### src/include/mbMem_consts.svh
`ifndef MBMEM_CONSTS_SVH
`define MBMEM_CONSTS_SVH

// Core memory size in 36-bit words
`define MEM_SIZE 262144

// Width of the storage array index
`define MEM_ADR_BITS 18

// SBUS word address, KL10 address bits 12 to 35
`define SBUS_ADR_BITS 24

// Width of one data word
`define WORD_BITS 36

// Independent memory phases A and B
`define NUM_PHASES 2

// Words in a quadword request
`define RQ_WIDTH 4

`endif

### src/hdl/sbusPkg.sv
`include "mbMem_consts.svh"

// Types seen on the SBUS side of the memory
package sbusPkg;

  // One data word as carried on the D lines
  typedef logic [`WORD_BITS-1:0] sbusWord;

  // Word address
  // Bit 0 here is KL10 address bit 35
  typedef logic [`SBUS_ADR_BITS-1:0] sbusAdr;

  // Quadword request mask
  // Bit 0 is the first word slot
  typedef logic [`RQ_WIDTH-1:0] rqMask;

endpackage

### src/hdl/sbusRequestLatch.sv
`timescale 1ns/1ps
`include "mbMem_consts.svh"

module sbusRequestLatch (
  input  logic                       SBUS,
  input  logic                       rst,
  input  logic [`NUM_PHASES-1:0]     start,
  input  sbusPkg::rqMask             rq,
  input  sbusPkg::sbusAdr            adr,
  output logic [`NUM_PHASES-1:0]     phStart,
  output sbusPkg::rqMask             phRq,
  output sbusPkg::sbusAdr            phAdr,
  output logic                       nxm
);

  import sbusPkg::*;

  // First word address past the end of the array
  localparam sbusAdr memTop = sbusAdr'(`MEM_SIZE);

  logic anyStart;
  logic inRange;

  assign anyStart = |start;

  // Screen addresses beyond the installed memory
  assign inRange = (adr < memTop);

  // SBUS signals are sampled on the edge after they are driven
  // Start goes only to the phase named by its own bit
  always_ff @(posedge SBUS) begin
    if (rst) begin
      phStart <= '0;
      nxm     <= 1'b0;
    end else begin
      phStart <= inRange ? start : '0;
      // Nonexistent memory gets no acknowledge, just this pulse
      nxm     <= anyStart && !inRange;
    end
  end

  // Request payload shared by both phases
  always_ff @(posedge SBUS) begin
    if (anyStart) begin
      phRq  <= rq;
      phAdr <= adr;
    end
  end

endmodule

### config.mk
export PLATFORM = sky130hd
export DESIGN_NAME = sbusRequestLatch
export DESIGN_NICKNAME = d
export VERILOG_FILES = /design/src/hdl/sbusPkg.sv /design/src/hdl/sbusRequestLatch.sv
export VERILOG_INCLUDE_DIRS = /design/src /design/src/include
export SDC_FILE = /design/constraint.sdc
export NUM_CORES = 1
export LEC_CHECK = 0
export ABC_AREA = 1
export BUFFER_PORTS_ARGS = -buffer_cell sky130_fd_sc_hd__buf_2
export CAP_MARGIN = 20
export CORE_MARGIN = 2
export CORE_UTILIZATION = 36
export CTS_CLUSTER_SIZE = 16
export DETAILED_ROUTE_END_ITERATION = 10
export PLACE_DENSITY = 0.73
export SYNTH_ARGS = -nofsm -noshare
export SYNTH_HDL_FRONTEND = slang
export SYNTH_SLANG_ARGS = --single-unit
export TNS_END_PERCENT = 1
### constraint.sdc
create_clock -name SBUS -period 1.3 [get_ports SBUS]
set_clock_uncertainty 0.05 [all_clocks]
set_input_delay 0.13 -clock SBUS [delete_from_list [all_inputs] [get_ports SBUS]]
set_output_delay 0.13 -clock SBUS [all_outputs]
set_load 0.05 [all_outputs]
### After elaboration in Yosys (flattened, before gate mapping)

Cells that the tools add are included.
Widths: inputs -> output; s select.

* bits of input ports: 32
* bits in registers: 31
* output and inout bits: 31

* reduce and logical (&&, ||, !) cells: 4
* bitwise logic cells: 1
* order comparisons: 1

Operator list (count)
* $lt 24x19->1 const B: 1
* $reduce_or 2->1: 2
* $logic_and 1x1->1: 1
* $logic_not 1->1: 1
* $not 1->1: 1

### Longest topological paths before layout

* depth in word-level cells: 3
* depth in mapped cells: 4
* gate-level depth less buffers: 4

### Worst setup path after synthesis

OpenSTA, ideal clock, no wires.

* path type: input to register
* start: input port start[1]
* end: register phAdr[0] (enable)
* arrival: 790 ps
* slack: 74 ps
* stages: 2
* setup time: 386 ps
* cells stage by stage: inv_1 > nand2_1

* longest elaborated chain between the ends: 1

Ends and longest elaborated chain
* from (decl): line sbusRequestLatch.sv:7 `` input logic [`NUM_PHASES-1:0] start, ``
* $reduce_or 2->1: line sbusRequestLatch.sv:24 `assign anyStart = |start;`
* via anyStart: line sbusRequestLatch.sv:21 `logic anyStart;`
* to (signal assigned): line sbusRequestLatch.sv:46 `phAdr <= adr;`
* to (decl): line sbusRequestLatch.sv:12 `output sbusPkg::sbusAdr phAdr,`

The timed path passes the listed nets, and every way through them passes these cells.
A chain may end at the register's enable or synchronous reset.

### Worst setup path after layout

* start: register phAdr[5]
* end: output port phAdr[5]

No word-level cell between the ends.

==> qor.yml <==
run_status:
  run_status: "finished, final reports clean"
clocking:
  cts-resized-gates: 0
  cts_max_path_buffers: 2
  cts_tree: "built"
  cts.sinks: 31
  numCtsBuffers: 5
  clock-root-buffer: "clkbuf_4"
  max_h_tree_level: 2
  cts_setup_buffers: 0
  hold_buffers: 30
  cts.reportedPaths.clkPinSlew_ns: 0.08
synthesis:
  yosys_warnings: 0
  syn-cell-area_um2: 957
  synth.avg_cell_area_um2: 21.8
  post_synthesis_net_count: 76
  synth_seq_cells: 31
  yosys_cell_types: 8
  synthesis.instances: 44
  synth_seq_area_share_pct: 94.1
job:
  max_capacitance_violation_total: 0
place:
  gp_congestion: 0.758
  dpl_worst_slack_ns: 0.392
  io_buffers: 62
  detailed_placement_wirelength_estimate_um: 1380
  placement.cell_area_um2: 1330
power:
  vdd_drop_max_v: 0.000937
  totalPowerFinal_w: 0.00221
  power.leakage_nw: 0.758
  p_per_area_nw_per_um2: 1320
sta:
  unrepaired_setup_endpoints_after_global_routing: "false"
  timing.final.max_slew_violations: 0
  final_period_util_pct: 86.2
  final.setup.worst_slack_ns: 0.180
  hold_slack_ns: 0.0191
  setup_total_negative_slack_ns: 0
  fmax_mhz: 892
  tightestPinTransition_ns: 0.263
  layout_min_cycle_time_ns: 1.12
  hold_viol: 0
  setup_viol: 0
  slew_headroom_pct: 82.6
drt:
  overall_via_count_from_detail_route: 749
  drt_iter0_markers: 19
  routedWlPerCell_um: 12.4
  wl_um: 2170
  drt.antenna.violating_nets: 0
  post-route-drc-count: 0
  drt_first_pass_iters: 4
  via_per_inst: 4.28
layout:
  drive_above_1_share_pct: 47.6
  finish.net_count: 176
  layout.cells.most_common: "buf_2"
  final_design_area_no_fill_um2: 1670
  antenna_cells_inserted: 0
  area.growth.synth_to_final_pct: 74.9
  mostFrequentLayoutCells: "buf_2, dlygate4sd3_1, edfxtp_1, clkbuf_4"
worst_setup_path:
  cpMaxStageDelayCell: "edfxtp_1"
  slowest_delay_ns: 0.39
  worstSetupPathType: "reg -> out"
  cp-end-kind: "primary output"
  worst_setup_path_start_kind: "register"
  critPathRequiredTime_ns: 1.12
  worstSetupStartpoint: "phAdr[5]$_DFFE_PP_"
  worst_path_dominant_cell_family: "flip-flops"
  path_max_fanout: 1
  data_arrival_time_of_the_worst_path_ns: 0.94
  critical_path_buf_inv_count: 1
  path_cells: "buf_2"
hold_path:
  hp-start: "rst"
  kind_of_path_behind_the_tightest_hold_check: "in -> reg"
global_routing:
  grt_util_all_layers_pct: 15.0
  first_pass_grt_wire_length_um: 3310
  via_count_of_the_first_global_routing_pass: 749
  grt_antenna_before_repair: 0
  grt_max_degree: 30
  grt_remaining_overflow: 0
floorplan:
  row_count: 18
  ioPinCount: 63
  dieHeight_um: 55.6
  die_area_um2: 3090
  area_of_the_core_um2: 2500
  initial_utilization_pct: 38.3
  die_w_um: 55.6
## metal layers
metal | share of wire (%) | track usage, %
met5 | 0 | 0
met4 | 2.4 | 8.36
met3 | 12 | 9.60
met2 | 49 | 24.0
met1 | 36 | 14.6
## per-stage QoR
step | util [%] | std cells
floorplan | - | 44
global placement | 53.0 | 137
detailed placement | 53.0 | 137
CTS | 67.0 | 175
global route | 67.0 | 175
finish | 67.0 | 175
## synthesized netlist by cell type
| cell type | number | share of area (%) |
|---|---|---|
| nand2_1 | 1 | 0.39 |
| inv_1 | 4 | 1.6 |
| nand4_1 | 1 | 0.65 |
| nor2_2 | 1 | 0.65 |
| dfxtp_1 | 3 | 6.3 |
| nor2_1 | 4 | 1.6 |
| edfxtp_1 | 28 | 88 |
| nand3_1 | 2 | 1.0 |
## flip-flops by register name (all words and copies together) (netlist names)
| name | cells |
|---|---|
| phAdr | 24 |
| nxm | 1 |
| phRq | 4 |
| phStart | 2 |
## where the power goes
group / total [W] / switching [W] / internal [W]
clock network: 0.000483 / 0.000284 / 0.000200
logic: 0.000528 / 0.000373 / 0.000155
registers: 0.00120 / 0.0000204 / 0.00118
total: 0.00221 / 0.000678 / 0.00153
## worst paths after layout
kind / endpoint / slack (ns) / cells after the start
worst min-delay path: nxm$_SDFF_PP0_ / 0.02 / 4
worst max-delay path: phAdr[5] / 0.18 / 1
## cell families (layout without fill, tap and decap cells)
kind of cell	count (synthesis)	in the layout	share of synthesized area [%]
buffers and inverters	4	105	1.57
flip-flops	31	31	94.1
AND/OR/NAND/NOR	9	9	4.31
## layout make-up
| type | count | area [µm²] |
|---|---|---|
| Timing Repair Buffer | 93 | 631 |
| Tap cell | 30 | 37.5 |
| Inverter | 4 | 15.0 |
| Fill cell | 179 | 826 |
| Clock buffer | 6 | 41.3 |
| Sequential cell | 31 | 901 |
| Multi-Input combinational cell | 9 | 41.3 |
| Clock inverter | 2 | 7.51 |
No activity file was read; power rests on OpenSTA's default activity.
