===== config.mk =====
export PLATFORM = sky130hd
export DESIGN_NAME = sbusReturnMerge
export DESIGN_NICKNAME = d
export VERILOG_FILES = /design/src/hdl/sbusPkg.sv /design/src/hdl/sbusReturnMerge.sv
export VERILOG_INCLUDE_DIRS = /design/src /design/src/include
export SDC_FILE = /design/constraint.sdc
export NUM_CORES = 1
export LEC_CHECK = 0
export CAP_MARGIN = 20
export CORE_ASPECT_RATIO = 0.6
export CORE_MARGIN = 2
export CORE_UTILIZATION = 56
export DETAILED_ROUTE_END_ITERATION = 12
export DONT_BUFFER_PORTS = 1
export GPL_ROUTABILITY_DRIVEN = 1
export HOLD_SLACK_MARGIN = 0.05
export PLACE_DENSITY = 0.81
export SLEW_MARGIN = 40
export SYNTH_ARGS = -nofsm -noshare
export SYNTH_HDL_FRONTEND = slang
export SYNTH_SLANG_ARGS = --single-unit

===== constraint.sdc =====
create_clock -name SBUS -period 2.2 [get_ports SBUS]
set_input_delay 0.44 -clock SBUS [delete_from_list [all_inputs] [get_ports SBUS]]
set_output_delay 0.44 -clock SBUS [all_outputs]
set_load 0.02 [all_outputs]

===== src/include/mbMem_consts.svh =====
`ifndef MBMEM_CONSTS_SVH
`define MBMEM_CONSTS_SVH

// Core memory size in 36-bit words
`define MEM_SIZE 262144

// Width of the storage array index
`define MEM_ADR_BITS 18

// SBUS word address, KL10 address bits 12 to 35
`define SBUS_ADR_BITS 24

// Width of one data word
`define WORD_BITS 36

// Independent memory phases A and B
`define NUM_PHASES 2

// Words in a quadword request
`define RQ_WIDTH 4

`endif


===== src/hdl/sbusPkg.sv =====
`include "mbMem_consts.svh"

// Types seen on the SBUS side of the memory
package sbusPkg;

  // One data word as carried on the D lines
  typedef logic [`WORD_BITS-1:0] sbusWord;

  // Word address
  // Bit 0 here is KL10 address bit 35
  typedef logic [`SBUS_ADR_BITS-1:0] sbusAdr;

  // Quadword request mask
  // Bit 0 is the first word slot
  typedef logic [`RQ_WIDTH-1:0] rqMask;

endpackage


===== src/hdl/sbusReturnMerge.sv =====
`timescale 1ns/1ps
`include "mbMem_consts.svh"

module sbusReturnMerge (
  input  logic                                 SBUS,
  input  logic                                 rst,
  input  logic             [`NUM_PHASES-1:0]   wordValid,
  input  sbusPkg::sbusWord [`NUM_PHASES-1:0]   rdData,
  output sbusPkg::sbusWord                     d,
  output logic                                 dataPar,
  output logic             [`NUM_PHASES-1:0]   dataValid
);

  import sbusPkg::*;

  // Word selected for the bus this cycle
  sbusWord selWord;

  // One-hot owner of the selected word
  logic [`NUM_PHASES-1:0] selTag;

  // Phase B word parked on a collision
  logic    holdValid;
  sbusWord holdWord;
  logic    holdLoad;

  // Held word goes out first
  // Phase A wins a fresh collision
  always_comb begin
    selWord = '0;
    selTag  = '0;
    if (holdValid) begin
      selWord   = holdWord;
      selTag[1] = 1'b1;
    end else if (wordValid[0]) begin
      selWord   = rdData[0];
      selTag[0] = 1'b1;
    end else if (wordValid[1]) begin
      selWord   = rdData[1];
      selTag[1] = 1'b1;
    end
  end

  // Phase B lost the bus this cycle
  assign holdLoad = wordValid[1] && (holdValid || wordValid[0]);

  // One entry is enough since a phase's words are three cycles apart
  always_ff @(posedge SBUS) begin
    if (rst) begin
      holdValid <= 1'b0;
    end else begin
      holdValid <= holdLoad;
    end
  end

  always_ff @(posedge SBUS) begin
    if (holdLoad) begin
      holdWord <= rdData[1];
    end
  end

  // Valid strobes, one cycle per word
  always_ff @(posedge SBUS) begin
    if (rst) begin
      dataValid <= '0;
    end else begin
      dataValid <= selTag;
    end
  end

  // Returned word with its parity bit
  always_ff @(posedge SBUS) begin
    d       <= selWord;
    dataPar <= ^selWord;
  end

endmodule


== Yosys cells after proc, flatten, opt, wreduce, memory -nomap -nowiden ==
Index checks and enable logic that the tools add are counted.
Widths: inputs -> output; s select.
Cells by class
  multiplexer cells: 7
  reduce and logical (&&, ||, !) cells: 4
Operators by type and width (number)
  $mux 36: 3
  $reduce_xor 36->1: 1
  $mux 1: 4
  $reduce_or 2->1: 1
  $logic_and 1x1->1: 1
  $logic_or 1x1->1: 1
Word-level totals
  register bits: 76
  output and inout bits: 39
  logic and storage cells: 17

== Longest topological paths before layout ==
  word-level depth: 4
  depth in mapped cells: 10
  depth with buffers taken out: 7

== Least setup slack after synthesis ==
OpenSTA, ideal clock, no wires.
  kind: register to register
  start: register holdValid
  end: register holdWord[0] (enable)
  arrival time: 1788 ps
  data required time: 1804 ps
  slack: 16 ps
  cell stages (with the launch flop): 5
  buffers on the path: 3
  cells stage by stage: dfxtp_1 > buf_4 > buf_2 > clkbuf_1 > o21a_1
On the way
  cells in the longest elaborated chain, start to end: 2
Ends and longest elaborated chain
  start: declaration: RTL line sbusReturnMerge.sv:23  | logic holdValid;
  start signal: assignment: RTL line sbusReturnMerge.sv:52  | holdValid <= holdLoad;
  $logic_or 1x1->1: RTL line sbusReturnMerge.sv:45  | assign holdLoad = wordValid[1] && (holdValid || wordValid[0]);
  $logic_and 1x1->1: RTL line sbusReturnMerge.sv:45
  via holdLoad: RTL line sbusReturnMerge.sv:25  | logic holdLoad;
  end signal: assignment: RTL line sbusReturnMerge.sv:58  | holdWord <= rdData[1];
  end: declaration: RTL line sbusReturnMerge.sv:24  | sbusWord holdWord;
The timed path passes the listed nets, and every way through them passes these cells.
A chain may end at the register's enable or synchronous reset.

== Worst setup path after layout ==
  start: register holdValid
  end: register dataPar
On the way
  cells in the longest elaborated chain, start to end: 2
Ends and longest elaborated chain
  $mux 36: RTL line sbusReturnMerge.sv:32  | if (holdValid) begin
  via selWord[22]: RTL line sbusReturnMerge.sv:17  | sbusWord selWord;
  $reduce_xor 36->1: RTL line sbusReturnMerge.sv:74  | dataPar <= ^selWord;
  end signal: assignment: RTL line sbusReturnMerge.sv:74
  end: declaration: RTL line sbusReturnMerge.sv:10  | output logic dataPar,
The timed path passes the listed nets, and every way through them passes these cells.

==> flow_metrics.tcl <==
set metrics [dict create \
    outcome "completed" \
    cp-end-kind "flip-flop" \
    start_util_pct 58.4 \
    hpwlAfterDp_um 4460 \
    final_layout_size_suffix_gt1_share_pct 20.3 \
    wire_per_inst_um 20.0 \
    clkLatencyLatePin_ns 0.35 \
    min_path_type "in2reg" \
    synthCells 251 \
    synth-edff-count 36 \
    track_usage_pct 20.9 \
    setup_viol 0 \
    drt_pre_antenna_iters 4 \
    htreeDepth 3 \
    worst_clock_skew_ns 0.00488 \
    vias 1934 \
    dieArea_um2 6480 \
    core_area_um2 5600 \
    yosysTopAreaCell "edfxtp_1" \
    grt_overflow 0 \
    power_density_nw_per_um2 963 \
    whs_ns 0.140 \
    antenna_found_initial 0 \
    nFillCells 440 \
    root_buffer "clkbuf_8" \
    grt_pass1_wl_um 9970 \
    max-clock-path-buffers 2 \
    final.setup.worst_slack_ns 0.101 \
    cp_cell_sequence "inv_8 > buf_4 > a31oi_1 > xnor2_1 > xnor2_1 > xnor2_1 > xnor3_1 > xnor2_1" \
    period_share_pct 95.4 \
    ys_warn_count 0 \
    syn_nets 327 \
    port_buffers 0 \
    ant_nets 0 \
    maxCapViolCount 0 \
    slew_violations 0 \
    syn_area_um2 3270 \
    routed_via_density 5.76 \
    nNetsFinal 327 \
    die_w_um 103 \
    die-height_um 63.2 \
    numCtsBuffers 9 \
    antenna_cells 0 \
    cts_sinks 76 \
    final_cell_area_um2 3560 \
    avgSynthCellArea_um2 13.0 \
    crit_path_max_fanout 21 \
    clock.fmax_mhz 476 \
    synthFlopType "dfxtp_1" \
    wl_met1_um 2870 \
    crit_type "reg2reg" \
    placed_area_um2 3290 \
    place.gp.congestion 0.742 \
    vdd_drop_max_mv 0.506 \
    highest_layer "met4" \
    routed_wl_um 6730 \
    synthArstFlopShare_pct 0 \
    drtIter0Drc 76 \
    cpPeakStageDelay_ns 0.44 \
    slew_headroom_pct 76.7 \
    drc 0 \
    clk_pin_slew_worst_paths_ns 0.08 \
    power_uw 3430 \
    synth-seq-cells 76 \
    ctsHoldBuffers 0 \
    grt_max_degree 64 \
    synthTopCellsByArea "edfxtp_1 33%, dfxtp_1 25%, xnor2_1 7.2%, a2bb2oi_2 5.5%, nand3b_1 5.1%" \
    slowest_stage "xnor3_1" \
    critPathLaunchType "flip-flop" \
    worstPathArrival_ns 2.34 \
    hold_violations 0 \
    seq_area_frac_synth_pct 57.6 \
    tightest_slew_ns 0.349 \
    wl_met3_um 770 \
    worstPathRequired_ns 2.44 \
    synth_top_area_share_pct 33.1 \
    area_growth_pct 9.08 \
    wl_met2_um 3020 \
    grt_pass1_vias 1948 \
    dp_worst_setup_slack_ns -0.0368 \
    cpMostUsedCell "xnor2_1" \
    fin_crit_ns 2.10 \
    rows 21 \
    pin_count 115 \
    p_leak_uw 0.00121 \
    synth.distinct_cells 29 \
    fin_util_pct 63.7 \
    tritoncts "done" \
]
==> per-stage QoR <==
step,setup TNS (ns),cells
finish,0,336
global route,-0.00900,336
CTS,0,334
detailed placement,-0.0368,318
global placement,0,318
floorplan,0,251
==> cells in the final DEF (no fill, tap or decap), types with 3 or more instances in the layout <==
master | Yosys | layout
nor2b_1 | 9 | 9
a22oi_1 | 12 | 12
o21ai_1 | 6 | 6
xor2_1 | 3 | 3
buf_4 | 6 | 5
dfxtp_1 | 40 | 39
edfxtp_1 | 36 | 36
clkbuf_8 | 0 | 9
a31oi_2 | 3 | 6
a2bb2oi_2 | 12 | 14
a21oi_1 | 15 | 15
o21ai_0 | 6 | 6
nand3b_1 | 22 | 22
xnor2_1 | 27 | 27
nand2_1 | 20 | 20
==> logic make-up after synthesis <==
kind of cell           count (synthesis)  synth area share [%]
flip-flops                            76                  57.6
AO/OA/AOI/OAI                         65                  16.6
AND/OR/NAND/NOR                       57                  11.2
XOR/XNOR                              33                  9.92
buffers and inverters                 20                  4.67
==> registers in the layout, summed over array words and instances, names as in the netlist <==
| register | cells |
|---|---|
| d | 36 |
| holdWord | 36 |
| dataValid | 2 |
| dataPar | 1 |
| holdValid | 1 |
==> cell type report <==
type	instances	area, µm²	share of cell area (%)
Clock inverter	7	75.1	2.11
Clock buffer	9	124	3.48
Tap cell	80	100	2.81
Sequential cell	76	1890	52.9
Timing Repair Buffer	8	103	2.88
Multi-Input combinational cell	155	1260	35.5
Inverter	1	11.3	0.316
==> per-layer routing <==
| layer | up-vias | GRT usage, % |
|---|---|---|
| met1 | 927 | 26.6 |
| met5 | - | 0 |
| li1 | 909 | - |
| met3 | 6 | 10.9 |
| met2 | 92 | 30.2 |
| met4 | 0 | 8.17 |
==> worst paths after layout <==
check                        start              endpoint  slack (ns)  cells past startpoint
max           holdValid$_SDFF_PP0_       dataPar$_DFF_P_        0.10                      8
min                            rst  holdValid$_SDFF_PP0_        0.14                      1
min reg2reg  holdWord[8]$_DFFE_PP_          d[8]$_DFF_P_        0.53                      2
max reg2reg   holdValid$_SDFF_PP0_       dataPar$_DFF_P_        0.10                      8
==> critical path: cells and delay by family (launching register included) <==
kind | cells | cell delay, ns
flip-flops | 1 | 0.38
XOR/XNOR | 5 | 1.13
AO/OA/AOI/OAI | 1 | 0.11
buffers and inverters | 2 | 0.35
==> Yosys cell counts (9+ instances only) <==
library cell and instances:
dfxtp_1 40, edfxtp_1 36, xnor2_1 27, nand3b_1 22, nand2_1 20, a21oi_1 15
a22oi_1 12, a2bb2oi_2 12, nor2b_1 9
==> power by group <==
group / internal (µW) / total, µW / leakage [µW] / switching, µW
Combinational: 354 / 624 / 0.000435 / 270
Clock: 529 / 1060 / 0.0000939 / 529
Sequential: 1610 / 1750 / 0.000677 / 142
Total: 2490 / 3430 / 0.00121 / 941
==> what timing repair did <==
item | in CTS | in global routing
buffers inserted | 0 | 1
setup endpoints to repair | 1 | 1
hold endpoints to repair | 0 | 0
cloned | 0 | 1
pin swaps | 0 | 3
gates resized for setup | 1 | 7
(Power assumes the default switching activity.)
