## src/include/mbMem_consts.svh

```systemverilog
`ifndef MBMEM_CONSTS_SVH
`define MBMEM_CONSTS_SVH

// Core memory size in 36-bit words
`define MEM_SIZE 262144

// Width of the storage array index
`define MEM_ADR_BITS 18

// SBUS word address, KL10 address bits 12 to 35
`define SBUS_ADR_BITS 24

// Width of one data word
`define WORD_BITS 36

// Independent memory phases A and B
`define NUM_PHASES 2

// Words in a quadword request
`define RQ_WIDTH 4

`endif

```

## src/hdl/memPkg.sv

```systemverilog
`include "mbMem_consts.svh"

// Types used inside the core memory
package memPkg;

  // Index into the storage array
  typedef logic [`MEM_ADR_BITS-1:0] memIndex;

  // Word position within a quadword
  typedef logic [1:0] wordOffset;

  // Phase controller states
  typedef enum logic [2:0] {
    phIdle,
    phAck,
    phRead,
    phShift,
    phWaitIdle
  } phaseState;

endpackage

```

## src/hdl/sbusPkg.sv

```systemverilog
`include "mbMem_consts.svh"

// Types seen on the SBUS side of the memory
package sbusPkg;

  // One data word as carried on the D lines
  typedef logic [`WORD_BITS-1:0] sbusWord;

  // Word address
  // Bit 0 here is KL10 address bit 35
  typedef logic [`SBUS_ADR_BITS-1:0] sbusAdr;

  // Quadword request mask
  // Bit 0 is the first word slot
  typedef logic [`RQ_WIDTH-1:0] rqMask;

endpackage

```

## src/hdl/memPhase.sv

```systemverilog
`timescale 1ns/1ps
`include "mbMem_consts.svh"

module memPhase (
  input  logic              SBUS,
  input  logic              rst,
  input  logic              phStart,
  input  sbusPkg::rqMask    phRq,
  input  sbusPkg::sbusAdr   phAdr,
  output logic              ackn,
  output logic              rdEn,
  output memPkg::memIndex   rdIndex,
  output logic              wordValid
);

  import sbusPkg::*;
  import memPkg::*;

  phaseState state;
  phaseState next;

  // Slots not yet acknowledged
  // Bit 0 is the slot being worked on
  rqMask toAck;

  // Quadword base with its low two bits cleared
  memIndex base;

  // Current word offset, advanced mod 4 after each read
  wordOffset wo;

  // State register
  always_ff @(posedge SBUS) begin
    if (rst) begin
      state <= phIdle;
    end else begin
      state <= next;
    end
  end

  // Next state
  always_comb begin
    next = state;
    case (state)
      phIdle: begin
        // A start while busy never reaches this branch
        if (phStart) begin
          next = phRq[0] ? phAck : phShift;
        end
      end
      phAck: begin
        next = phRead;
      end
      phRead: begin
        next = phShift;
      end
      phShift: begin
        if (toAck[1]) begin
          next = phAck;
        end else if (toAck[`RQ_WIDTH-1:1] == '0) begin
          next = phWaitIdle;
        end
        // Otherwise keep shifting clear slots out
      end
      phWaitIdle: begin
        next = phIdle;
      end
      default: begin
        next = phIdle;
      end
    endcase
  end

  // Remaining slot mask
  always_ff @(posedge SBUS) begin
    if (rst) begin
      toAck <= '0;
    end else if (state == phIdle && phStart) begin
      toAck <= phRq;
    end else if (state == phShift) begin
      toAck <= toAck >> 1;
    end
  end

  // Quadword base and word offset
  always_ff @(posedge SBUS) begin
    if (state == phIdle && phStart) begin
      base <= memIndex'({phAdr[`MEM_ADR_BITS-1:2], 2'b00});
      wo   <= phAdr[1:0];
    end else if (state == phRead) begin
      // Clear slots do not move the offset
      wo <= wo + 2'd1;
    end
  end

  // Acknowledge and read issue together
  assign ackn    = (state == phAck);
  assign rdEn    = (state == phAck);
  assign rdIndex = {base[`MEM_ADR_BITS-1:2], wo};

  // Store data is on rdData during phRead
  assign wordValid = (state == phRead);

endmodule

```

## config.mk

```make
export PLATFORM = sky130hd
export DESIGN_NAME = memPhase
export DESIGN_NICKNAME = d
export VERILOG_FILES = /design/src/hdl/memPkg.sv /design/src/hdl/sbusPkg.sv /design/src/hdl/memPhase.sv
export VERILOG_INCLUDE_DIRS = /design/src /design/src/include
export SDC_FILE = /design/constraint.sdc
export NUM_CORES = 1
export LEC_CHECK = 0
export ABC_CLOCK_PERIOD_IN_PS = 2090
export BUFFER_PORTS_ARGS = -buffer_cell sky130_fd_sc_hd__buf_2
export CORE_ASPECT_RATIO = 1.4
export CORE_MARGIN = 3
export CORE_UTILIZATION = 42
export CTS_CLUSTER_DIAMETER = 200
export DETAILED_ROUTE_END_ITERATION = 6
export PLACE_DENSITY = 0.81
export SLEW_MARGIN = 10
export SYNTH_ARGS = -nofsm -noshare
export SYNTH_HDL_FRONTEND = slang
export SYNTH_SLANG_ARGS = --single-unit
```

## constraint.sdc

```tcl
create_clock -name SBUS -period 2.09 [get_ports SBUS]
set_clock_uncertainty 0.05 [all_clocks]
set_input_delay 0.209 -clock SBUS [delete_from_list [all_inputs] [get_ports SBUS]]
set_output_delay 0.209 -clock SBUS [all_outputs]
set_load 0.05 [all_outputs]
```

# Yosys cells after proc, flatten, opt, wreduce, memory -nomap -nowiden
# Index checks and enable logic that the tools add are counted.
# Widths: inputs -> output; s select.
[classes] n_eq_ne=5 n_reduce_logical=6 mux=9 n_addsub=1
[op_table] operator="$pmux 3 s4" count=1
[op_table] operator="$mux 3" count=3
[op_table] operator="$mux 4" count=2
[op_table] operator="$eq 3x2->1 const B" count=2
[op_table] operator="$logic_not 3->1" count=2
[op_table] operator="$mux 2" count=3
[op_table] operator="$reduce_bool 2->1" count=2
[op_table] operator="$eq 3x1->1 const B" count=1
[op_table] operator="$ne 3x3->1 const B" count=1
[op_table] operator="$add 2x1->2 const B" count=1
[op_table] operator="$ne 2x2->1 const B" count=1
[op_table] operator="$reduce_and 2->1" count=1
[op_table] operator="$logic_and 1x1->1" count=1
[totals] input_bits=31 out_inout_bits=21 regBits=25 wordCells=25

# Longest topological paths before layout
# Gate-level depths: netlist of run 1.
[logic_depth] depth_word=4 ltp_mapped=6 mapped_depth_nobuf=4

# Worst setup path before layout of run 1
# OpenSTA, ideal clock, no wires.
[synth_path] path_kind="reg-to-output" startpoint="register state[1]" endpoint="output rdEn" path_slack_ps=-188 t_arrival_ps=2019 path_buffers=2 t_required_ps=1831 stages_incl_launch_ff=4 path_cell_list="dfxtp_1 buf_2 nor3b_1 buf_4"
[synth_via] elab_chain_len=1
[synth_rtl] element="from (decl)" line_no="memPhase.sv:19" source="phaseState state;"
[synth_rtl] element="from (signal assigned)" line_no="memPhase.sv:35" source="state <= phIdle;"
[synth_rtl] element="from (signal assigned)" line_no="memPhase.sv:37" source="state <= next;"
[synth_rtl] element="$eq 3x1->1"
[synth_rtl] element="to (decl)" line_no="memPhase.sv:11" source="output logic rdEn,"
# No other way between the ends.

# Final worst setup path of run 1
[layout_path] startpoint="register state[0]" endpoint="register wo[1] (data pin)"
[layout_via] elab_chain_len=3
[layout_rtl] element="$logic_not 3->1" line_no="memPhase.sv:87" source="if (state == phIdle && phStart) begin"
[layout_rtl] element="$logic_and 1x1->1" line_no="memPhase.sv:87"
[layout_rtl] element="$mux 2" line_no="memPhase.sv:87"
[layout_rtl] element="to (signal assigned)" line_no="memPhase.sv:89" source="wo <= phAdr[1:0];"
[layout_rtl] element="to (signal assigned)" line_no="memPhase.sv:92" source="wo <= wo + 2'd1;"
[layout_rtl] element="to (decl)" line_no="memPhase.sv:30" source="wordOffset wo;"
# No other way between the ends.
# A chain may end at the register's enable or synchronous reset.

==> impl_metrics.py, run 1 <==
metrics = {
    "run_status": {
        "run_status": "complete, no violations",
    },
    "place": {
        "postPlaceCellArea_um2": 1110,
        "gpl.final_weighted_congestion": 0.678,
        "detailedPlacementHpwl_um": 1260,
        "port_buffers": 45,
    },
    "sta": {
        "timing.final.hold_violations": 0,
        "rsz0062_at_grt": "no",
        "hold-worst-slack_ps": 28.0,
        "slew_headroom_pct": 80.3,
        "timing.fmax_ghz": 0.623,
        "worstMarginPinSlew_ps": 295,
        "totalNegativeSetupSlack_ps": 0,
        "timing.final.crit_share_pct": 76.8,
        "total_of_endpoints_with_negative_setup_slack_in_the_final_report": 0,
        "drv_slew": 0,
        "timing.final.crit_period_ps": 1610,
    },
    "clock_tree": {
        "tritoncts.num_buffers": 3,
        "cts-root-buf": "sky130_fd_sc_hd__clkbuf_4",
        "post_cts_repair_resize_count": 0,
        "cts_max_level": 1,
        "clkTransAtPathRegs_ps": 120,
        "postCtsSetupBuffers": 0,
        "cts_hold_buf": 0,
        "clkLatencyLatePin_ps": 300,
        "clock_tree.buffer_depth": 2,
        "cts_num_sinks": 24,
        "tritoncts": "done",
    },
    "finish": {
        "multi_input_combinational_cell_area_um2": 190,
        "stdcell_area_um2": 1200,
        "final_layout_size_suffix_gt1_share_pct": 47.3,
        "design.final.nets": 142,
        "area_delta_synth_final_pct": 34.5,
        "num_antenna_cells": 0,
        "fillerInstances": 180,
        "register_area_um2": 661,
    },
    "floorplanning": {
        "chipHeight_um": 60.6,
        "placement_rows": 19,
        "fp.coreArea_um2": 2000,
        "io-pin-count": 52,
        "initial_core_util_pct": 44.7,
        "die-area_um2": 2720,
        "dieWidth_um": 45.0,
    },
    "worst_hold_path": {
        "hold_class": "in -> reg",
    },
    "critical_path": {
        "critical_path_arrival_ps": 1610,
        "critical_path_required_ps": 2100,
        "critPathMaxFanout": 20,
        "worst_setup_path_end_kind": "flip-flop",
        "worstSetupStartpointType": "flip-flop",
        "worst-setup-path-type": "reg -> reg",
    },
    "global_route": {
        "grt_max_degree": 21,
        "antenna_found_initial": 0,
        "grt_util_all_layers_pct": 11.7,
        "first_pass_grt_wire_length_um": 2400,
        "grt_pass1_vias": 548,
        "globalRoute.totalOverflow": 0,
    },
    "synth": {
        "synth_edf_count": 18,
        "netlist_top_cells_area": "sky130_fd_sc_hd__edfxtp_1 (61%), sky130_fd_sc_hd__dfxtp_1 (13%), sky130_fd_sc_hd__buf_6 (2.5%)",
        "synth_largest_area_cell": "sky130_fd_sc_hd__edfxtp_1",
        "syn-mean-instance-area_um2": 14.9,
        "synth_largest_type_area_fraction_pct": 60.5,
        "synth.cell_area_um2": 893,
        "synth_nets": 91,
        "synth.yosys.seq_area_share_pct": 73.9,
        "yosysWarnings": 0,
        "ys_dominant_reg_cell": "sky130_fd_sc_hd__edfxtp_1",
        "post_synth_num_cell_types": 27,
        "synth_seq_cells": 24,
        "post_synth_inst_count": 60,
        "synth-async-reset-ratio_pct": 0,
    },
    "power": {
        "power.ir.vdd_worst_uv": 486,
        "leakage_nw": 0.524,
        "power.density_cell_area_nw_per_um2": 956,
    },
    "detailed_routing": {
        "vias_per_cell": 4.95,
        "detailroute.via_count": 649,
        "detail_route.iter0.violations": 10,
        "number_of_design_rule_violations_left_after_detail_routing": 0,
        "detail-route-antenna-nets": 0,
        "post_drt_wl_per_cell_um": 12.3,
        "first_pass_iters": 4,
        "totalWireLength_um": 1620,
    },
    "run": {
        "max_cap_violations": 0,
    },
}
[where the power goes]
part / leakage [nW] / internal (mW) / switching (mW)
logic: 0.284 / 0.0862 / 0.227
clock network: 0.0210 / 0.106 / 0.123
registers: 0.219 / 0.575 / 0.0311
[cell usage after synthesis (2+ instances only)]
| master | instances |
|---|---|
| sky130_fd_sc_hd__nor3_1 | 2 |
| sky130_fd_sc_hd__a211oi_1 | 2 |
| sky130_fd_sc_hd__nor2_1 | 5 |
| sky130_fd_sc_hd__buf_6 | 2 |
| sky130_fd_sc_hd__nand3_1 | 2 |
| sky130_fd_sc_hd__nand2_1 | 3 |
| sky130_fd_sc_hd__edfxtp_1 | 18 |
| sky130_fd_sc_hd__dfxtp_1 | 6 |
| sky130_fd_sc_hd__a21oi_1 | 2 |
[cells in the final DEF, fill, tap and decap left out]
cell,n
sky130_fd_sc_hd__buf_2,45
sky130_fd_sc_hd__edfxtp_1,18
sky130_fd_sc_hd__dfxtp_1,6
sky130_fd_sc_hd__nor2_1,5
sky130_fd_sc_hd__dlygate4sd3_1,5
sky130_fd_sc_hd__nand2_1,3
sky130_fd_sc_hd__clkbuf_4,3
sky130_fd_sc_hd__a21oi_1,2
sky130_fd_sc_hd__a211oi_1,2
sky130_fd_sc_hd__nor3_1,2
sky130_fd_sc_hd__nand3_1,2
sky130_fd_sc_hd__nand2b_1,1
sky130_fd_sc_hd__or4b_4,1
sky130_fd_sc_hd__clkinv_4,1
sky130_fd_sc_hd__nor3b_2,1
sky130_fd_sc_hd__o21ai_0,1
sky130_fd_sc_hd__xnor2_1,1
sky130_fd_sc_hd__o21ai_1,1
sky130_fd_sc_hd__inv_1,1
sky130_fd_sc_hd__o211a_1,1
sky130_fd_sc_hd__nor4_1,1
sky130_fd_sc_hd__nand3b_1,1
sky130_fd_sc_hd__or3_1,1
sky130_fd_sc_hd__a2bb2oi_1,1
sky130_fd_sc_hd__nand4b_1,1
sky130_fd_sc_hd__a31oi_1,1
sky130_fd_sc_hd__mux2i_1,1
sky130_fd_sc_hd__clkbuf_8,1
[layout make-up]
class                      instances  share of cell area [%]
sequential                        24                    55.0
timing repair buffer              50                    22.9
multi-input combinational         30                    15.8
clock buffer                       4                    3.02
tap                               21                    2.19
inverter                           2                    1.04
[through the flow]
stage	power [mW]	utilization (%)	worst slack, ps	std cells
3_5_place_dp	0.926	55.8	500	122
4_1_cts	1.15	57.6	480	126
3_3_place_gp	0.918	55.8	515	122
6_report	1.15	60.2	484	131
2_1_floorplan	0.862	-	381	60
5_1_grt	1.21	60.2	405	131
[kinds of logic (layout without fill, tap and decap cells)]
kind of cell           after synthesis  count (layout)  synth area share [%]
AND/OR/NAND/NOR                     19              19                  11.9
flip-flops                          24              24                  74.0
buffers and inverters                6              56                  5.32
AO/OA/AOI/OAI                        9               9                  6.72
XOR/XNOR                             1               1                 0.981
multiplexers                         1               1                  1.12
[critical path: stages (launching register included)]
cell	delay [ps]
sky130_fd_sc_hd__dfxtp_1	400
sky130_fd_sc_hd__or4b_4	640
sky130_fd_sc_hd__clkinv_4	180
sky130_fd_sc_hd__o21ai_1	100
[path summary, 6_finish.rpt]
kind              slack [ps]  cells after the start       from  endpoint
setup / recovery         480                      3   state[0]     wo[1]
hold / removal            30                      1  phAdr[15]  base[15]
setup reg to reg         480                      3   state[0]     wo[1]
hold reg to reg          480                      2   toAck[3]  toAck[3]
[flip-flops by register name, summed over array words and instances (netlist names)]
name   count
state      3
base      16
wo         2
toAck      3
[layer usage]
| metal | track usage, % | up-vias | wire length [um] |
|---|---|---|---|
| li1 | - | 323 | - |
| met4 | 3.77 | 0 | 12 |
| met3 | 4.15 | 2 | 216 |
| met5 | 0 | - | 0 |
| met2 | 19.0 | 37 | 675 |
| met1 | 14.4 | 287 | 710 |
Note: power is estimated with default switching activity, not from simulation.
==> run 2, diff against run 1 <==
ABC_AREA = 1   (was not set)
ABC_CLOCK_PERIOD_IN_PS = 1360   (was 2090)
CORE_UTILIZATION = 38   (was 42)
PLACE_DENSITY = 0.77   (was 0.81)
clock period = 1.36 ns   (was 2.09 ns; I/O delays follow)
==> run 2 against run 1 <==
Compared with the run above: non-clock buffer count rose by 15; core utilization grew 4.8 points; total power rose by 72%; setup slack got worse by 410 ps; synthesized area increased by 5.2%; flip-flop and latch count stayed put; global-route usage rose by 3.1 points; cell count increased by 24%; count of clock-buffer cells in the layout unchanged; critical path type is now reg -> out.
==> impl_metrics.py, run 2 <==
metrics = {
    "run_status": {
        "run_status": "complete, no violations",
    },
    "floorplanning": {
        "io-pin-count": 52,
        "chipHeight_um": 64.8,
        "fp.coreArea_um2": 2250,
        "die-area_um2": 3110,
        "dieWidth_um": 48.0,
        "placement_rows": 20,
        "initial_core_util_pct": 41.7,
    },
    "run": {
        "max_cap_violations": 0,
    },
    "clock_tree": {
        "tritoncts.num_buffers": 3,
        "cts-root-buf": "sky130_fd_sc_hd__clkbuf_4",
        "clock_tree.buffer_depth": 2,
        "clkTransAtPathRegs_ps": 120,
        "clkLatencyLatePin_ps": 300,
        "cts_num_sinks": 24,
        "cts_max_level": 1,
        "tritoncts": "done",
    },
    "global_route": {
        "grt_max_degree": 22,
        "grt_util_all_layers_pct": 14.9,
        "globalRoute.totalOverflow": 0,
        "global_route.peak_usage_layer": "met2",
        "first_pass_grt_wire_length_um": 3370,
        "grtUsageMet2_pct": 26.3,
        "use_met1_pct": 16.6,
        "grt.met3_usage_pct": 2.78,
        "antenna_found_initial": 0,
        "grt_pass1_vias": 798,
    },
    "critical_path": {
        "highest_cell_delay_on_the_worst_timing_path_ps": 400,
        "worst-setup-path-type": "reg -> out",
        "crit_path_cell_trace": "nor3_4, buf_6",
        "worstSetupStartpointType": "flip-flop",
        "worst_setup_path_end_kind": "output port",
        "critical_path_arrival_ps": 1100,
        "critPathMaxFanout": 4,
        "critical-path-slowest-cell": "sky130_fd_sc_hd__dfxtp_4",
        "critical_path_required_ps": 1170,
    },
    "power": {
        "leakage_nw": 0.628,
        "power.ir.vdd_worst_uv": 887,
        "p_total_mw": 1.98,
        "power.density_cell_area_nw_per_um2": 1350,
    },
    "sta": {
        "timing.final.crit_share_pct": 94.5,
        "timing.final.crit_period_ps": 1290,
        "slew_headroom_pct": 82.7,
        "total_of_endpoints_with_negative_setup_slack_in_the_final_report": 0,
        "worstMarginPinSlew_ps": 261,
        "drv_slew": 0,
        "hold-worst-slack_ps": 20.7,
        "timing.final.hold_violations": 0,
        "timing.fmax_ghz": 0.778,
    },
    "place": {
        "port_buffers": 45,
        "postPlaceCellArea_um2": 1220,
        "detailedPlacementHpwl_um": 1350,
        "gpl.final_weighted_congestion": 0.722,
    },
    "finish": {
        "registers.top_by_ff_count": "base",
        "design.final.nets": 172,
        "num_antenna_cells": 0,
        "final_layout_size_suffix_gt1_share_pct": 49.3,
        "layout_common_cells": "sky130_fd_sc_hd__buf_2 (42), sky130_fd_sc_hd__edfxtp_1 (18), sky130_fd_sc_hd__dlygate4sd3_1 (17)",
        "reg.largest.list": "base x16, state x3, toAck x3",
        "area_delta_synth_final_pct": 55.7,
        "utilization_pct": 64.9,
        "mostFrequentLayoutCell": "sky130_fd_sc_hd__buf_2",
        "number_of_flip_flops_in_the_largest_register": 16,
        "stdcell_area_um2": 1460,
    },
    "synth": {
        "yosysWarnings": 0,
        "synth_largest_type_area_fraction_pct": 57.5,
        "syn-mean-instance-area_um2": 13.1,
        "synth-async-reset-ratio_pct": 0,
        "post_synth_num_cell_types": 20,
        "yosys.cell_count.top_type": "sky130_fd_sc_hd__edfxtp_1",
        "synth_edf_count": 18,
        "synth_nets": 103,
        "ys_dominant_reg_cell": "sky130_fd_sc_hd__edfxtp_1",
        "synth.yosys.seq_area_share_pct": 70.3,
        "post_synth_inst_count": 72,
        "synth.cell_area_um2": 940,
        "netlist_top_cells_area": "sky130_fd_sc_hd__edfxtp_1 (58%), sky130_fd_sc_hd__dfxtp_1 (13%), sky130_fd_sc_hd__nand2_1 (4.8%)",
        "synth_seq_cells": 24,
        "synth_largest_area_cell": "sky130_fd_sc_hd__edfxtp_1",
        "netlist_top_cells_count": "sky130_fd_sc_hd__edfxtp_1 (18), sky130_fd_sc_hd__nand2_1 (12), sky130_fd_sc_hd__dfxtp_1 (6)",
    },
    "detailed_routing": {
        "detailroute.via_count": 769,
        "first_pass_iters": 3,
        "post_drt_wl_per_cell_um": 12.8,
        "detail_route.iter0.violations": 6,
        "number_of_design_rule_violations_left_after_detail_routing": 0,
        "totalWireLength_um": 2070,
        "vias_per_cell": 4.75,
        "detail-route-antenna-nets": 0,
    },
    "worst_hold_path": {
        "hold_class": "in -> reg",
    },
}
==> run 2: what timing repair did <==
item                                    CTS  global route
endpoints found under the setup margin    3             3
setup buffers                             0             1
pin swaps                                 0             1
gates resized for setup                   8             5
hold endpoints to repair                 18             0
hold buffers                             17             0
==> run 2: worst max-delay path, delay by kind of cell, from the launching register on <==
family / cells / cell delay [ps]
flip-flops: 1 / 400
AND/OR/NAND/NOR: 1 / 220
buffers and inverters: 1 / 180
==> run 2: cell families after synthesis <==
family | count (synthesis) | share of synthesized area, %
buffers and inverters | 8 | 3.86
flip-flops | 24 | 70.3
XOR/XNOR | 1 | 0.932
AND/OR/NAND/NOR | 29 | 18.2
AO/OA/AOI/OAI | 10 | 6.66
==> run 2: final timing paths <==
check           start       end  slack, ps  cells past startpoint
max          state[2]      rdEn         70                      2
min           phRq[3]  toAck[3]         20                      3
max reg2reg  state[2]     wo[1]        120                      4
min reg2reg  toAck[2]  toAck[2]        460                      2
==> run 2: cell type report <==
cell class | instances | area [um^2]
clock buffer | 4 | 36.3
multi-input combinational | 40 | 259
tap | 22 | 27.5
timing repair buffer | 65 | 437
inverter | 7 | 33.8
fill | 175 | 790
sequential | 24 | 669
==> run 2: layer usage <==
| metal | vias to the layer above | share of wire, % |
|---|---|---|
| met1 | 340 | 42 |
| met5 | - | 0 |
| met3 | 2 | 7.8 |
| li1 | 388 | - |
| met2 | 39 | 50 |
| met4 | 0 | 0.39 |
==> run 2: stage by stage <==
stage | std cells | setup TNS, ps | setup WS (ps)
detailed placement | 140 | 0 | 98.2
finish | 162 | 0 | 74.6
global route | 162 | -0.102 | -0.102
CTS | 161 | -45.7 | -19.3
floorplan | 72 | 0 | 4.99
global placement | 140 | 0 | 130
==> run 2: where the power goes <==
part           total [mW]  switching, mW  internal, mW
logic               0.672          0.457         0.215
clock network       0.359          0.196         0.163
registers           0.947         0.0500         0.897
==> run 3, diff against run 2 <==
PLACE_DENSITY = not set   (was 0.77)
PLACE_DENSITY_LB_ADDON = 0.25   (was not set)
==> run 3 against run 2 <==
Compared with the run above: via count unchanged; setup slack got worse by 16 ps; sequential power about the same; critical path type unchanged; critical endpoint is now wordValid; largest power group unchanged.
==> impl_metrics.py, run 3 (synthesis results as in run 2) <==
metrics = {
    "critical_path": {
        "worst_setup_path_end_kind": "output port",
        "critPathMaxFanout": 4,
        "worstSetupStartpointType": "flip-flop",
        "worst_path_top_cell_family_by_delay": "flip-flops",
        "worst-setup-path-type": "reg -> out",
        "critical-path-slowest-cell": "sky130_fd_sc_hd__dfxtp_4",
        "rr_startpoint": "state[2]",
        "worst_r2r_path_depth": 4,
        "worstPathBufferInverterCount": 3,
        "critical_path_arrival_ps": 1120,
        "crit-reg2reg-capture": "wo[0]",
        "cp_num_cells": 4,
        "worst-r2r-setup-slack_ps": 90,
        "critical_path_required_ps": 1170,
        "crit_path_cell_trace": "inv_4, nand3_2, inv_1, buf_6",
        "highest_cell_delay_on_the_worst_timing_path_ps": 400,
    },
    "finish": {
        "stdcell_area_um2": 1470,
        "reg.largest.list": "base x16, state x3, toAck x3",
        "registers.top_by_ff_count": "base",
        "fillerInstances": 188,
        "num_antenna_cells": 0,
        "final-instance-count-excl-fill": 161,
        "design.final.nets": 171,
        "number_of_flip_flops_in_the_largest_register": 16,
        "layout_common_cells": "sky130_fd_sc_hd__buf_2 (42), sky130_fd_sc_hd__edfxtp_1 (18), sky130_fd_sc_hd__dlygate4sd3_1 (17)",
        "area_delta_synth_final_pct": 56.9,
        "utilization_pct": 65.4,
        "mostFrequentLayoutCell": "sky130_fd_sc_hd__buf_2",
        "final_layout_size_suffix_gt1_share_pct": 48.2,
    },
    "floorplanning": {
        "chipHeight_um": 64.8,
        "dieWidth_um": 48.0,
        "io-pin-count": 52,
        "initial_core_util_pct": 41.7,
        "die-area_um2": 3110,
        "fp.coreArea_um2": 2250,
        "placement_rows": 20,
    },
    "sta": {
        "timing.final.crit_period_ps": 1300,
        "timing.final.hold_violations": 0,
        "timing.final.crit_share_pct": 95.7,
        "total_of_endpoints_with_negative_setup_slack_in_the_final_report": 0,
        "drv_slew": 0,
        "timing.fmax_ghz": 0.769,
        "worstMarginPinSlew_ps": 255,
        "slew_headroom_pct": 83.1,
        "rsz0062_at_grt": "yes",
        "totalNegativeSetupSlack_ps": 0,
        "final_worst_setup_slack_ps": 59.0,
    },
    "detailed_routing": {
        "totalWireLength_um": 2060,
        "first_pass_iters": 4,
        "detail-route-antenna-nets": 0,
        "vias_per_cell": 4.78,
        "number_of_design_rule_violations_left_after_detail_routing": 0,
        "post_drt_wl_per_cell_um": 12.8,
        "detailroute.via_count": 769,
        "detail_route.iter0.violations": 8,
    },
    "clock_tree": {
        "clkTransAtPathRegs_ps": 120,
        "cts_max_level": 1,
        "tritoncts.num_buffers": 3,
        "clock_tree.buffer_depth": 2,
        "tritoncts": "done",
        "clkLatencyLatePin_ps": 300,
        "cts_num_sinks": 24,
        "cts-root-buf": "sky130_fd_sc_hd__clkbuf_4",
    },
    "power": {
        "power.ir.vdd_worst_uv": 881,
        "leakage_nw": 0.632,
        "power.density_cell_area_nw_per_um2": 1430,
    },
    "run_status": {
        "run_status": "complete, no violations",
    },
    "global_route": {
        "grt.met3_usage_pct": 2.50,
        "grt_util_all_layers_pct": 14.2,
        "grtUsageMet2_pct": 26.5,
        "global_route.peak_usage_layer": "met2",
        "use_met1_pct": 14.9,
        "first_pass_grt_wire_length_um": 3210,
        "antenna_found_initial": 0,
        "globalRoute.totalOverflow": 0,
        "grt_max_degree": 22,
        "grt_pass1_vias": 764,
    },
    "place": {
        "dpl_worst_slack_ps": 22.7,
        "postPlaceCellArea_um2": 1210,
        "gpl.final_weighted_congestion": 0.863,
        "placed_cells_incl_taps": 139,
        "port_buffers": 45,
        "detailedPlacementHpwl_um": 1470,
    },
    "worst_hold_path": {
        "timing.hold.worst_endpoint": "toAck[3]",
        "worstHoldStart": "phRq[3]",
        "hold_path_depth": 3,
        "hold_class": "in -> reg",
    },
    "run": {
        "max_cap_violations": 0,
    },
}
## run 3: cell count changes in the layout (fill, tap and decap cells not counted), sizes merged
cell | previous run | this run
bufinv | 0 | 1
clkbuf | 4 | 3
buf | 48 | 47
## run 3: per-stage QoR
| stage | total power, mW | hold slack [ps] |
|---|---|---|
| final | 2.11 | 21.2 |
| after floorplan | 1.43 | 139 |
| after global placement | 1.55 | 263 |
| after CTS | 2.12 | 10.2 |
| after detailed placement | 1.56 | 264 |
| after global routing | 2.21 | 0.243 |
## run 3: worst max path at each step
| stage | from | end | slack (ps) |
|---|---|---|---|
| 6_report | state[2] | wordValid | 60 |
| 5_1_grt | state[2] | ackn | -10 |
| 4_1_cts | state[2] | wordValid | 3 |
| 3_5_place_dp | state[2] | wo[0] | 20 |
| 3_3_place_gp | state[2] | wo[1] | 80 |
| 2_1_floorplan | state[0] | rdEn | 5 |
## run 3: routing by layer
metal | wire length (um) | vias to the layer above
li1 | - | 390
met5 | 0 | -
met2 | 1190 | 23
met3 | 95 | 2
met4 | 12 | 0
met1 | 766 | 354
## run 3: what timing repair did
action | CTS | global route
pin swaps | 0 | 1
hold buffers | 17 | 0
gates cloned | 0 | 0
hold endpoints to repair | 18 | 0
buffers inserted | 1 | 0
gates resized for setup | 10 | 3
endpoints found under the setup margin | 3 | 5
## run 3: report_power, final
part	internal [mW]	total, mW	switching [mW]
Sequential	0.897	0.945	0.0484
Combinational	0.210	0.669	0.459
Clock	0.297	0.491	0.194
Total	1.40	2.11	0.702
## run 3: worst reg2reg max path: stages (launching register included)
cell,delay (ps)
sky130_fd_sc_hd__dfxtp_4,400
sky130_fd_sc_hd__nor2_4,170
sky130_fd_sc_hd__nand3_4,140
sky130_fd_sc_hd__inv_6,190
sky130_fd_sc_hd__o21ai_1,90
## run 3: area by class of cell
| type | count | area [um^2] | share of cell area (%) |
|---|---|---|---|
| sequential | 24 | 669 | 45.4 |
| timing repair buffer | 64 | 429 | 29.1 |
| clock inverter | 1 | 30.0 | 2.04 |
| multi-input combinational | 40 | 259 | 17.6 |
| inverter | 7 | 36.3 | 2.46 |
| tap | 22 | 27.5 | 1.87 |
| clock buffer | 3 | 22.5 | 1.53 |
